### src/verilog/skew_geom_pkg.sv
/*
  Geometry of the systolic operand front end.
  LANES is also the skew depth and the read threshold, so changing it
  moves the diagonal length and the fill latency together.
  VEC_W is always LANES * DATA_W, lane 0 in the low bits.
*/
`default_nettype none

package skew_geom_pkg;

    // ==============================
    // Array shape
    // ==============================

    // Lanes per vector, one bank each
    localparam int unsigned LANES = 4;

    // Element width
    localparam int unsigned DATA_W = 8;

    // Flat vector bus width
    // lane j sits at [j*DATA_W +: DATA_W]
    localparam int unsigned VEC_W = LANES * DATA_W;

endpackage

`default_nettype wire

### src/verilog/skew_mem_pkg.sv
/*
  Bank storage sizes for the skew buffer.
  DEPTH must be a power of two and at least LANES, otherwise the
  shifted write addresses alias before the diagonal is complete.
*/
`default_nettype none

package skew_mem_pkg;

    // ==============================
    // Bank addressing
    // ==============================

    localparam int unsigned ADDR_W = 3;

    // Words per bank, pointers wrap at this size
    localparam int unsigned DEPTH = 1 << ADDR_W;

    // Occupancy 0..DEPTH needs one extra bit
    localparam int unsigned CNT_W = ADDR_W + 1;

    // Reads wait until a whole diagonal is stored
    localparam logic [CNT_W-1:0] READ_MIN = CNT_W'(skew_geom_pkg::LANES);

endpackage

`default_nettype wire

### src/verilog/dp_bank.sv
/*
  Single lane bank, one write port and one registered read port.
  Read during write to the same address returns the old word.
  The read data register holds until rready, and a new read may be
  issued in the cycle that the pending one is accepted.
*/
`timescale 1ns/1ns
`default_nettype none

module dp_bank (
    input  wire logic                              clk,
    input  wire logic                              rst_n,
    // Write port
    input  wire logic                              wvalid,
    input  wire logic [skew_mem_pkg::ADDR_W-1:0]   waddr,
    input  wire logic [skew_geom_pkg::DATA_W-1:0]  wdata,
    // Read address port
    input  wire logic                              arvalid,
    input  wire logic [skew_mem_pkg::ADDR_W-1:0]   araddr,
    // Read data port
    output logic                                   rvalid,
    input  wire logic                              rready,
    output logic      [skew_geom_pkg::DATA_W-1:0]  rdata
);

    // ==============================
    // Storage
    // ==============================

    // Lane memory, no reset on contents
    logic [skew_geom_pkg::DATA_W-1:0] mem [skew_mem_pkg::DEPTH];

    // Write takes effect at the edge
    always_ff @(posedge clk) begin
        if (wvalid) begin
            mem[waddr] <= wdata;
        end
    end

    // ==============================
    // Read port
    // ==============================

    // Data register loads on every issued read
    // Caller only issues when the slot is free or draining
    always_ff @(posedge clk) begin
        if (arvalid) begin
            rdata <= mem[araddr];
        end
    end

    // Valid flag for the data register
    // New issue wins over a simultaneous accept
    always_ff @(posedge clk or negedge rst_n) begin
        if (!rst_n) begin
            rvalid <= 1'b0;
        end else if (arvalid) begin
            rvalid <= 1'b1;
        end else if (rready) begin
            rvalid <= 1'b0;
        end
    end

endmodule

`default_nettype wire

### src/verilog/row_loader.sv
/*
  Four-phase req/ack receiver feeding the skew buffer.
  Source must hold in_data and in_mask stable while in_req is high
  and ack is low. in_ack is withheld until the buffer takes the vector.
*/
`timescale 1ns/1ns
`default_nettype none

module row_loader (
    input  wire logic                              clk,
    input  wire logic                              rst_n,
    // Outside, four-phase
    input  wire logic                              in_req,
    input  wire logic [skew_geom_pkg::VEC_W-1:0]   in_data,
    input  wire logic [skew_geom_pkg::LANES-1:0]   in_mask,
    output logic                                   in_ack,
    // Toward buffer, valid/ready
    output logic                                   wr_vld,
    output logic      [skew_geom_pkg::VEC_W-1:0]   wr_data,
    output logic      [skew_geom_pkg::LANES-1:0]   wr_mask,
    input  wire logic                              wr_rdy
);

    // ==============================
    // Handshake FSM
    // ==============================

    // State lives in the two outputs
    //   idle  : wr_vld=0 in_ack=0
    //   offer : wr_vld=1 in_ack=0
    //   ack   : wr_vld=0 in_ack=1
    logic idle;

    assign idle = !wr_vld && !in_ack;

    always_ff @(posedge clk or negedge rst_n) begin
        if (!rst_n) begin
            wr_vld <= 1'b0;
            in_ack <= 1'b0;
        end else if (idle && in_req) begin
            // New request, start offering
            wr_vld <= 1'b1;
        end else if (wr_vld && wr_rdy) begin
            // Buffer took it, acknowledge source
            wr_vld <= 1'b0;
            in_ack <= 1'b1;
        end else if (in_ack && !in_req) begin
            // Source released req, return to idle
            in_ack <= 1'b0;
        end
    end

    // Payload copy taken with the request
    // source bus is free once ack is up
    always_ff @(posedge clk) begin
        if (idle && in_req) begin
            wr_data <= in_data;
            wr_mask <= in_mask;
        end
    end

endmodule

`default_nettype wire

### src/verilog/skew_buffer.sv
/*
  Diagonal skew buffer in front of the systolic array.
  shift=1 writes lane j at wptr-j, shift=0 writes every lane at wptr.
  No guard against shifted writes landing on unread addresses.
  A read needs READ_MIN stored vectors, so the last READ_MIN-1
  vectors stay inside until more arrive. Change shift only after clear.
*/
`timescale 1ns/1ns
`default_nettype none

module skew_buffer (
    input  wire logic                              clk,
    input  wire logic                              rst_n,
    input  wire logic                              clear,
    input  wire logic                              shift,
    // Write side, valid/ready
    input  wire logic                              wr_vld,
    input  wire logic [skew_geom_pkg::VEC_W-1:0]   wr_data,
    input  wire logic [skew_geom_pkg::LANES-1:0]   wr_mask,
    output logic                                   wr_rdy,
    // Read side, valid/ready
    output logic                                   rd_vld,
    output logic      [skew_geom_pkg::VEC_W-1:0]   rd_data,
    input  wire logic                              rd_rdy
);

    // ==============================
    // Control state
    // ==============================

    logic [skew_mem_pkg::ADDR_W-1:0] wr_ptr;
    logic [skew_mem_pkg::ADDR_W-1:0] rd_ptr;
    logic [skew_mem_pkg::CNT_W-1:0]  count;

    logic                            full;
    logic                            can_read;
    logic                            push;
    logic                            issue;

    // Per lane signals
    logic [skew_geom_pkg::LANES-1:0] lane_wen;
    logic [skew_geom_pkg::LANES-1:0] lane_rvalid;
    logic [skew_mem_pkg::ADDR_W-1:0] lane_waddr [skew_geom_pkg::LANES];

    // Count tops out at DEPTH, a power of two, so the MSB means full
    assign full     = count[skew_mem_pkg::ADDR_W];
    assign can_read = count >= skew_mem_pkg::READ_MIN;

    assign wr_rdy   = !full;
    assign push     = wr_vld && !full;

    // All lanes issue together, so their valids agree
    assign rd_vld   = &lane_rvalid;

    // Issue when the output slot is empty or being taken this cycle
    assign issue    = can_read && (!rd_vld || rd_rdy);

    // Masked lanes keep their old word
    assign lane_wen = wr_mask & {skew_geom_pkg::LANES{push}};

    // ==============================
    // Pointers and occupancy
    // ==============================

    always_ff @(posedge clk or negedge rst_n) begin
        if (!rst_n) begin
            wr_ptr <= '0;
        end else if (clear) begin
            wr_ptr <= '0;
        end else if (push) begin
            wr_ptr <= wr_ptr + 1'b1;
        end
    end

    always_ff @(posedge clk or negedge rst_n) begin
        if (!rst_n) begin
            rd_ptr <= '0;
        end else if (clear) begin
            rd_ptr <= '0;
        end else if (issue) begin
            rd_ptr <= rd_ptr + 1'b1;
        end
    end

    // Simultaneous push and issue leave the count unchanged
    always_ff @(posedge clk or negedge rst_n) begin
        if (!rst_n) begin
            count <= '0;
        end else if (clear) begin
            count <= '0;
        end else if (push && !issue) begin
            count <= count + 1'b1;
        end else if (issue && !push) begin
            count <= count - 1'b1;
        end
    end

    // ==============================
    // Bank array
    // ==============================

    for (genvar j = 0; j < skew_geom_pkg::LANES; j++) begin : g_lane
        // Diagonal offset, wraps modulo DEPTH
        assign lane_waddr[j] = shift ? wr_ptr - skew_mem_pkg::ADDR_W'(j) : wr_ptr;

        dp_bank u_bank (
            .clk     (clk),
            .rst_n   (rst_n),
            .wvalid  (lane_wen[j]),
            .waddr   (lane_waddr[j]),
            .wdata   (wr_data[j*skew_geom_pkg::DATA_W +: skew_geom_pkg::DATA_W]),
            .arvalid (issue),
            .araddr  (rd_ptr),
            .rvalid  (lane_rvalid[j]),
            .rready  (rd_rdy),
            .rdata   (rd_data[j*skew_geom_pkg::DATA_W +: skew_geom_pkg::DATA_W])
        );
    end

endmodule

`default_nettype wire

### src/verilog/column_drain.sv
/*
  Output stage, accepts one vector from the buffer and presents it
  over a four-phase req/ack handshake. Holds one vector at a time, so
  throughput is bounded by the sink's full four-phase cycle.
*/
`timescale 1ns/1ns
`default_nettype none

module column_drain (
    input  wire logic                              clk,
    input  wire logic                              rst_n,
    // From buffer, valid/ready
    input  wire logic                              rd_vld,
    input  wire logic [skew_geom_pkg::VEC_W-1:0]   rd_data,
    output logic                                   rd_rdy,
    // Outside, four-phase
    output logic                                   out_req,
    output logic      [skew_geom_pkg::VEC_W-1:0]   out_data,
    input  wire logic                              out_ack
);

    // ==============================
    // Handshake FSM
    // ==============================

    // Set after ack seen high, cleared when it drops
    logic wait_fall;

    // Ready only when idle
    assign rd_rdy = !out_req && !wait_fall;

    always_ff @(posedge clk or negedge rst_n) begin
        if (!rst_n) begin
            out_req   <= 1'b0;
            wait_fall <= 1'b0;
        end else if (rd_vld && rd_rdy) begin
            // Captured, raise request
            out_req <= 1'b1;
        end else if (out_req && out_ack) begin
            // Sink has it, drop request
            out_req   <= 1'b0;
            wait_fall <= 1'b1;
        end else if (wait_fall && !out_ack) begin
            // Return phase done
            wait_fall <= 1'b0;
        end
    end

    // Held across the whole four-phase cycle
    always_ff @(posedge clk) begin
        if (rd_vld && rd_rdy) begin
            out_data <= rd_data;
        end
    end

endmodule

`default_nettype wire

### src/verilog/skew_top.sv
/*
  Operand skew front end, loader -> skew buffer -> drain.
  Both outside ports are four-phase req/ack.
  clear and shift act on the buffer only, shift may change after clear.
*/
`timescale 1ns/1ns
`default_nettype none

module skew_top (
    input  wire logic                              clk,
    input  wire logic                              rst_n,
    input  wire logic                              clear,
    input  wire logic                              shift,
    // Input port
    input  wire logic                              in_req,
    input  wire logic [skew_geom_pkg::VEC_W-1:0]   in_data,
    input  wire logic [skew_geom_pkg::LANES-1:0]   in_mask,
    output logic                                   in_ack,
    // Output port
    output logic                                   out_req,
    output logic      [skew_geom_pkg::VEC_W-1:0]   out_data,
    input  wire logic                              out_ack
);

    // ==============================
    // Internal links
    // ==============================

    // Loader to buffer
    logic                              wr_vld;
    logic [skew_geom_pkg::VEC_W-1:0]   wr_data;
    logic [skew_geom_pkg::LANES-1:0]   wr_mask;
    logic                              wr_rdy;

    // Buffer to drain
    logic                              rd_vld;
    logic [skew_geom_pkg::VEC_W-1:0]   rd_data;
    logic                              rd_rdy;

    row_loader u_loader (
        .clk     (clk),
        .rst_n   (rst_n),
        .in_req  (in_req),
        .in_data (in_data),
        .in_mask (in_mask),
        .in_ack  (in_ack),
        .wr_vld  (wr_vld),
        .wr_data (wr_data),
        .wr_mask (wr_mask),
        .wr_rdy  (wr_rdy)
    );

    skew_buffer u_buffer (
        .clk     (clk),
        .rst_n   (rst_n),
        .clear   (clear),
        .shift   (shift),
        .wr_vld  (wr_vld),
        .wr_data (wr_data),
        .wr_mask (wr_mask),
        .wr_rdy  (wr_rdy),
        .rd_vld  (rd_vld),
        .rd_data (rd_data),
        .rd_rdy  (rd_rdy)
    );

    column_drain u_drain (
        .clk      (clk),
        .rst_n    (rst_n),
        .rd_vld   (rd_vld),
        .rd_data  (rd_data),
        .rd_rdy   (rd_rdy),
        .out_req  (out_req),
        .out_data (out_data),
        .out_ack  (out_ack)
    );

endmodule

`default_nettype wire

### config.mk
export PLATFORM = sky130hd
export DESIGN_NAME = skew_top
export DESIGN_NICKNAME = d
export VERILOG_FILES = /design/src/verilog/skew_geom_pkg.sv /design/src/verilog/skew_mem_pkg.sv /design/src/verilog/dp_bank.sv /design/src/verilog/row_loader.sv /design/src/verilog/skew_buffer.sv /design/src/verilog/column_drain.sv /design/src/verilog/skew_top.sv
export SDC_FILE = /design/constraint.sdc
export NUM_CORES = 1
export LEC_CHECK = 0
export BUFFER_PORTS_ARGS = -buffer_cell sky130_fd_sc_hd__buf_2
export CAP_MARGIN = 20
export CORE_MARGIN = 2
export CORE_UTILIZATION = 57
export DETAILED_ROUTE_END_ITERATION = 16
export HOLD_SLACK_MARGIN = 0.12
export PLACE_DENSITY = 0.79
export RECOVER_POWER = 50
export SLEW_MARGIN = 5
export SYNTH_ARGS = -nofsm -noshare
export SYNTH_HDL_FRONTEND = slang
export SYNTH_SLANG_ARGS = --single-unit
export TNS_END_PERCENT = 20
### constraint.sdc
create_clock -name clk -period 9.15 [get_ports clk]
set_input_delay 0 -clock clk [delete_from_list [all_inputs] [get_ports clk]]
set_output_delay 0 -clock clk [all_outputs]
set_load 0.01 [all_outputs]
# ---- Word level (Yosys, flattened, before mapping)
# Memories as Yosys holds them, arrays and structs flattened. A register that Yosys moved wholly into a read port is not among the register bits.
# Index checks and enable logic that the tools add are counted.
dict set report word_totals {
  reg_bits 83
  ramBits 256
  output_inout_bits 34
  word_cells 86
  memories 4
}
dict set report op_classes {
  addsub 7
  magnitude_cmp 1
  n_mux 28
  bitwise_logic 3
  reduce_logical 32
}
# memory depth width read_ports rd_ports_with_merged_regs write_ports line
set mem_list {}
lappend mem_list {{u_buffer.g_lane[0].u_bank.mem} 8 8 1 1 1 dp_bank.sv:31} ;# logic [skew_geom_pkg::DATA_W-1:0] mem [skew_mem_pkg::DEPTH];
lappend mem_list {{u_buffer.g_lane[1].u_bank.mem} 8 8 1 1 1 dp_bank.sv:31}
lappend mem_list {{u_buffer.g_lane[2].u_bank.mem} 8 8 1 1 1 dp_bank.sv:31}
lappend mem_list {{u_buffer.g_lane[3].u_bank.mem} 8 8 1 1 1 dp_bank.sv:31}
# cell count
set ops {}
lappend ops {{2-to-1 mux 3 bit} 7}
lappend ops {{2-to-1 mux 1 bit} 18}
lappend ops {{nonzero test 2 bit} 7}
lappend ops {{2-to-1 mux 4 bit} 3}
lappend ops {{logical AND 1 bit} 11}
lappend ops {{logical NOT 1 bit} 10}
lappend ops {{adder 3 x 1 -> 3 bit (second input constant)} 2}
lappend ops {{subtractor 3 x 2 -> 3 bit (second input constant)} 2}
lappend ops {{adder 4 x 1 -> 4 bit (second input constant)} 1}
lappend ops {{AND 4 bit} 1}
lappend ops {{>= comparator 4 x 3 -> 1 bit (second input constant)} 1}
lappend ops {{AND reduction 2 bit} 2}
lappend ops {{subtractor 4 x 1 -> 4 bit (second input constant)} 1}
lappend ops {{nonzero test 3 bit} 1}
lappend ops {{subtractor 3 x 1 -> 3 bit (second input constant)} 1}
lappend ops {{NOT 1 bit} 2}
lappend ops {{logical OR 1 bit} 1}

# ---- Longest topological paths before layout
dict set report logic_depth {
  word_depth 8
  mapped_depth 7
}

# ---- Modules after synthesis
# Synthesis repeated with hierarchy kept, for this count alone.
dict set report hier_totals {
  cells_unflattened 633
  area_unflattened_um2 14211.1
}
# mod instances cells_each area_per_inst_um2 seq_area_each_um2
set by_module_without_submodules {}
lappend by_module_without_submodules {dp_bank 4 117 2807.7 2187.1}
lappend by_module_without_submodules {row_loader 1 42 1164.9 1131.1}
lappend by_module_without_submodules {column_drain 1 39 1039.7 1011.0}
lappend by_module_without_submodules {skew_buffer 1 84 775.7 250.2}

# ---- Worst setup path after synthesis
# Ideal clock, no wire load.
dict set report synth_timing {
  path_type {reg-to-reg}
  from {register u_loader.wr_vld}
  to {register u_loader.wr_data[0] in the netlist's numbering, enable pin}
  arrival_ns 3.162
  setup_slack_ns 5.504
  path_stages_with_launch 2
  n_path_buf 0
  path_cell_list {dfrtp_1 -> nor3b_1}
}
dict set report synth_via {
  elab_chain_cells 3
}
# item line
set synth_rtl {}
lappend synth_rtl {{from (decl)} row_loader.sv:18} ;# output logic wr_vld,
lappend synth_rtl {{from (signal assigned)} row_loader.sv:38} ;# wr_vld <= 1'b0;
lappend synth_rtl {{from (signal assigned)} row_loader.sv:42} ;# wr_vld <= 1'b1;
lappend synth_rtl {{from (signal assigned)} row_loader.sv:45} ;# wr_vld <= 1'b0;
lappend synth_rtl {{logical NOT 1 bit} row_loader.sv:34} ;# assign idle = !wr_vld && !in_ack;
lappend synth_rtl {{logical AND 1 bit} row_loader.sv:34}
lappend synth_rtl {{logical AND 1 bit} row_loader.sv:56} ;# if (idle && in_req) begin
lappend synth_rtl {{to (signal assigned)} row_loader.sv:57} ;# wr_data <= in_data;
lappend synth_rtl {{to (decl)} row_loader.sv:19} ;# output logic [skew_geom_pkg::VEC_W-1:0] wr_data,
# No other way between the ends.
# A chain may end at the register's enable or synchronous reset.

# ---- Worst setup path after layout
dict set report layout_timing {
  from {register u_buffer.count[3] in the netlist's numbering}
  to {memory u_buffer.g_lane[1].u_bank.mem[6][0] in the netlist's numbering, enable pin}
}
dict set report layout_via {
  elab_chain_cells 5
}
# item line
set layout_rtl {}
lappend layout_rtl {{from (decl)} skew_buffer.sv:33} ;# logic [skew_mem_pkg::CNT_W-1:0] count;
lappend layout_rtl {{from (signal assigned)} skew_buffer.sv:92} ;# count <= count + 1'b1;
lappend layout_rtl {{from (signal assigned)} skew_buffer.sv:94} ;# count <= count - 1'b1;
lappend layout_rtl {{logical NOT 1 bit} skew_buffer.sv:50} ;# assign push = wr_vld && !full;
lappend layout_rtl {{logical AND 1 bit} skew_buffer.sv:50}
lappend layout_rtl {{AND 4 bit} skew_buffer.sv:59} ;# assign lane_wen = wr_mask & {skew_geom_pkg::LANES{push}};
lappend layout_rtl {{2-to-1 mux 1 bit} dp_bank.sv:35} ;# if (wvalid) begin
lappend layout_rtl {{2-to-1 mux 1 bit (not written as such)} dp_bank.sv:36} ;# mem[waddr] <= wdata;
lappend layout_rtl {{to (decl)} dp_bank.sv:31}
# No other way between the ends.

==> reports/metrics.json <==
{
  "synthMostInstantiatedCell": {"value": "sky130_fd_sc_hd__edfxtp_1"},
  "final_worst_setup_slack": {"value": 6.06, "unit": "ns"},
  "synth.top_cell.area_share": {"value": 76.8, "unit": "%"},
  "tns": {"value": 0, "unit": "ns"},
  "pin_count_of_the_biggest_net_entering_global_routing": {"value": 67},
  "synth_top_cells_by_area": {"value": "sky130_fd_sc_hd__edfxtp_1 (77%), sky130_fd_sc_hd__mux4_2 (7.1%), sky130_fd_sc_hd__mux4_1 (3.8%)"},
  "synth_area_leader_cell": {"value": "sky130_fd_sc_hd__edfxtp_1"},
  "place.detailed.hpwl": {"value": 14.4, "unit": "mm"},
  "cp-startpoint": {"value": "u_buffer.count[3]$_DFFE_PN0P_"},
  "gp_congestion": {"value": 0.838},
  "nets": {"value": 819},
  "crit_type": {"value": "register to register"},
  "globalRouteTotalUtil": {"value": 19.9, "unit": "%"},
  "cells_traversed_along_the_worst_timing_path": {"value": "nor2b_1, nand2_1, or3_1, nor2_1"},
  "timing.critical_path.required": {"value": 9.26, "unit": "ns"},
  "drcViolationCount": {"value": 0},
  "min-delay-start": {"value": "in_data[22]"},
  "grt_util_met2": {"value": 34.0, "unit": "%"},
  "max-slew-margin-rel": {"value": 30.8, "unit": "%"},
  "netlist_top_cells_count": {"value": "sky130_fd_sc_hd__edfxtp_1 (356), sky130_fd_sc_hd__mux4_2 (44), sky130_fd_sc_hd__nor2_1 (38)"},
  "fp.dieH": {"value": 160, "unit": "um"},
  "placement_rows": {"value": 57},
  "grt.busiest_layer": {"value": "met2"},
  "tritoncts.num_buffers": {"value": 36},
  "tritoncts_num_sinks": {"value": 371},
  "synth-async-reset-ratio": {"value": 4.04, "unit": "%"},
  "detailroute.via_count": {"value": 6439},
  "global_route.overflow_total": {"value": 0},
  "measured_slew_at_the_worst_slew_check_pin": {"value": 1.03, "unit": "ns"},
  "clkLatencyLatePin": {"value": 0.50, "unit": "ns"},
  "design.die.area": {"value": 0.0257, "unit": "sq mm"},
  "path_max_fanout": {"value": 12},
  "fp.coreArea": {"value": 0.0242, "unit": "sq mm"},
  "multi_input_area": {"value": 0.00267, "unit": "sq mm"},
  "worst_slack_after_detailed_placement": {"value": 6.10, "unit": "ns"},
  "synthesis.area_per_instance": {"value": 22.0, "unit": "sq um"},
  "rsz_0062_raised_after_global_routing": {"value": "false"},
  "slew_viol_final": {"value": 0},
  "synth_cell_type_count": {"value": 42},
  "endpoint_kind": {"value": "register"},
  "period_needed": {"value": 3.09, "unit": "ns"},
  "timing.critical_path.arrival": {"value": 3.20, "unit": "ns"},
  "seq_area": {"value": 0.0111, "unit": "sq mm"},
  "worstSetupStartpointType": {"value": "register"},
  "pwr_density_cell": {"value": 268, "unit": "mW/mm^2"},
  "synthCells": {"value": 632},
  "floorplan.die.width": {"value": 160, "unit": "um"},
  "clock_tree.root_cell": {"value": "sky130_fd_sc_hd__clkbuf_16"},
  "clock_pin_slew_reported_for_the_worst_setup_and_hold_paths_after_clock_tree_synthesis": {"value": 0.06, "unit": "ns"},
  "synthesis.nets": {"value": 684},
  "grt_antenna_before_repair": {"value": 0},
  "clk_path_buf_depth": {"value": 3},
  "route.detailed.vias_per_inst": {"value": 5.76},
  "post_cts_resized": {"value": 0},
  "routed_wl": {"value": 24.8, "unit": "mm"},
  "layout.filler_cells": {"value": 1518},
  "routedWlPerCell": {"value": 22.2, "unit": "um"},
  "met1_usage": {"value": 26.2, "unit": "%"},
  "peak_supply_drop": {"value": 171, "unit": "uV"},
  "period_share": {"value": 33.7, "unit": "%"},
  "final_core_util": {"value": 66.4, "unit": "%"},
  "fmax": {"value": 324, "unit": "MHz"},
  "drtPass1Iterations": {"value": 6},
  "tritoncts": {"value": "done"},
  "finalClockSkew": {"value": 0.0132, "unit": "ns"},
  "synth_warnings": {"value": 0},
  "total_leakage_power": {"value": 0.00521, "unit": "uW"},
  "antennaDiodeCount": {"value": 0},
  "slowest_stage": {"value": "sky130_fd_sc_hd__nor2_1"},
  "rr_startpoint": {"value": "u_buffer.count[3]$_DFFE_PN0P_"},
  "start_util": {"value": 57.6, "unit": "%"},
  "grt_pass1_wl": {"value": 38.5, "unit": "mm"},
  "groute.layer.met3.usage": {"value": 3.77, "unit": "%"},
  "numPortBuffers": {"value": 75},
  "route.antenna.remaining_nets": {"value": 0},
  "final_hold_viol_count": {"value": 0},
  "postSynthRegisterBits": {"value": 371},
  "holdCritPathClass": {"value": "input pin to register"},
  "timing.final.setup_violations": {"value": 0},
  "holdWs": {"value": 0.204, "unit": "ns"},
  "synth-seq-area-share": {"value": 79.5, "unit": "%"},
  "clock_tree.htree_level_count": {"value": 2},
  "dr.first_iter.drc_count": {"value": 607},
  "drive_above_1_share": {"value": 21.6, "unit": "%"},
  "io-pin-count": {"value": 76},
  "power": {"value": 4290, "unit": "uW"},
  "synthFlopType": {"value": "sky130_fd_sc_hd__edfxtp_1"},
  "outcome": {"value": "completed"},
  "cap_violations": {"value": 0},
  "layout-area-overhead-vs-synth": {"value": 15.2, "unit": "%"},
  "first_global_vias": {"value": 6743},
  "edff_count_synth": {"value": 356},
  "cp_slowest_stage_delay": {"value": 0.80, "unit": "ns"},
  "syn_area": {"value": 0.0139, "unit": "sq mm"}
}
## sequential cells by signal (all words and copies together), names as in the netlist
signal	flops
u_buffer.count	4
u_buffer.g_lane.u_bank.mem	256
u_buffer.g_lane.u_bank.rdata	32
u_buffer.g_lane.u_bank.rvalid	1
u_buffer.rd_ptr	3
u_buffer.wr_ptr	3
u_drain.out_data	32
u_drain.out_req	1
u_drain.wait_fall	1
u_loader.in_ack	1
u_loader.wr_data	32
u_loader.wr_mask	4
u_loader.wr_vld	1
## final timing paths
kind                                                                  to  slack [ns]  depth (start not counted)
max reg2reg                u_buffer.g_lane[1].u_bank.mem[6][0]$_DFFE_PP_        6.06                          4
min                                       u_loader.wr_data[22]$_DFFE_PP_        0.20                          2
min in group asynchronous                    u_loader.in_ack$_DFFE_PN0P_        0.61                          3
max                        u_buffer.g_lane[1].u_bank.mem[6][0]$_DFFE_PP_        6.06                          4
max in group asynchronous                 u_buffer.rd_ptr[0]$_DFFE_PN0P_        8.00                          3
min reg2reg                               u_drain.out_data[21]$_DFFE_PP_        0.41                          0
## worst max-delay path: cells and delay by family (launching register included)
| kind | cells | cell delay, ns |
|---|---|---|
| DFF | 1 | 0.43 |
| and+or+nand+nor | 4 | 2.26 |
## final cells by class
type | instances | share of cell area (%)
inverters | 8 | 0.187
multi-input cells | 229 | 16.6
clock buffers | 48 | 6.03
well taps | 324 | 2.53
repair buffers | 121 | 4.82
clock inverters | 16 | 0.780
flip-flops and latches | 371 | 69.0
## what timing repair did
action | CTS | global route
hold buffers | 41 | 0
setup buffers | 0 | 0
hold endpoints to repair | 64 | 0
## placed cells by master (no fill, tap or decap), types with 6 or more instances in the layout
| cell | n |
|---|---|
| sky130_fd_sc_hd__a21oi_1 | 10 |
| sky130_fd_sc_hd__a31oi_1 | 6 |
| sky130_fd_sc_hd__and2_1 | 8 |
| sky130_fd_sc_hd__buf_2 | 38 |
| sky130_fd_sc_hd__clkbuf_1 | 49 |
| sky130_fd_sc_hd__clkbuf_16 | 37 |
| sky130_fd_sc_hd__clkinv_1 | 9 |
| sky130_fd_sc_hd__dfrtp_1 | 12 |
| sky130_fd_sc_hd__dlygate4sd3_1 | 41 |
| sky130_fd_sc_hd__edfxtp_1 | 356 |
| sky130_fd_sc_hd__ha_1 | 9 |
| sky130_fd_sc_hd__inv_1 | 6 |
| sky130_fd_sc_hd__mux2_2 | 32 |
| sky130_fd_sc_hd__mux4_1 | 20 |
| sky130_fd_sc_hd__mux4_2 | 44 |
| sky130_fd_sc_hd__nand2_1 | 12 |
| sky130_fd_sc_hd__nand3_1 | 7 |
| sky130_fd_sc_hd__nor2_1 | 37 |
| sky130_fd_sc_hd__nor3_1 | 7 |
## metal layers
layer | vias up | routed length, um
met4 | 0 | 575
met5 | - | 0
li1 | 2859 | -
met1 | 3290 | 9860
met2 | 245 | 12900
met3 | 45 | 1430
## where the power goes
part           switching, uW  internal (uW)  total (uW)
clock                    566            799        1360
combinational            347            281         627
sequential               140           2160        2300
## cells by family after synthesis
kind of cell               count (synthesis)  synth area share [%]
DFF                                      371                  79.5
muxes                                     97                  13.6
and+or+nand+nor                           84                  2.79
AOI/OAI and AO/OA                         32                  1.44
buffers and inverters                     32                  1.39
adders and majority gates                 10                 0.953
xor gates and xnor gates                   6                 0.378
## metrics by stage
step / cell area, sq um / cells
2_1_floorplan: 13900 / 632
3_3_place_gp: 14600 / 1012
3_5_place_dp: 14600 / 1012
4_1_cts: 16100 / 1117
5_1_grt: 16000 / 1117
6_report: 16000 / 1117
Power figures use the tool's default switching activity.
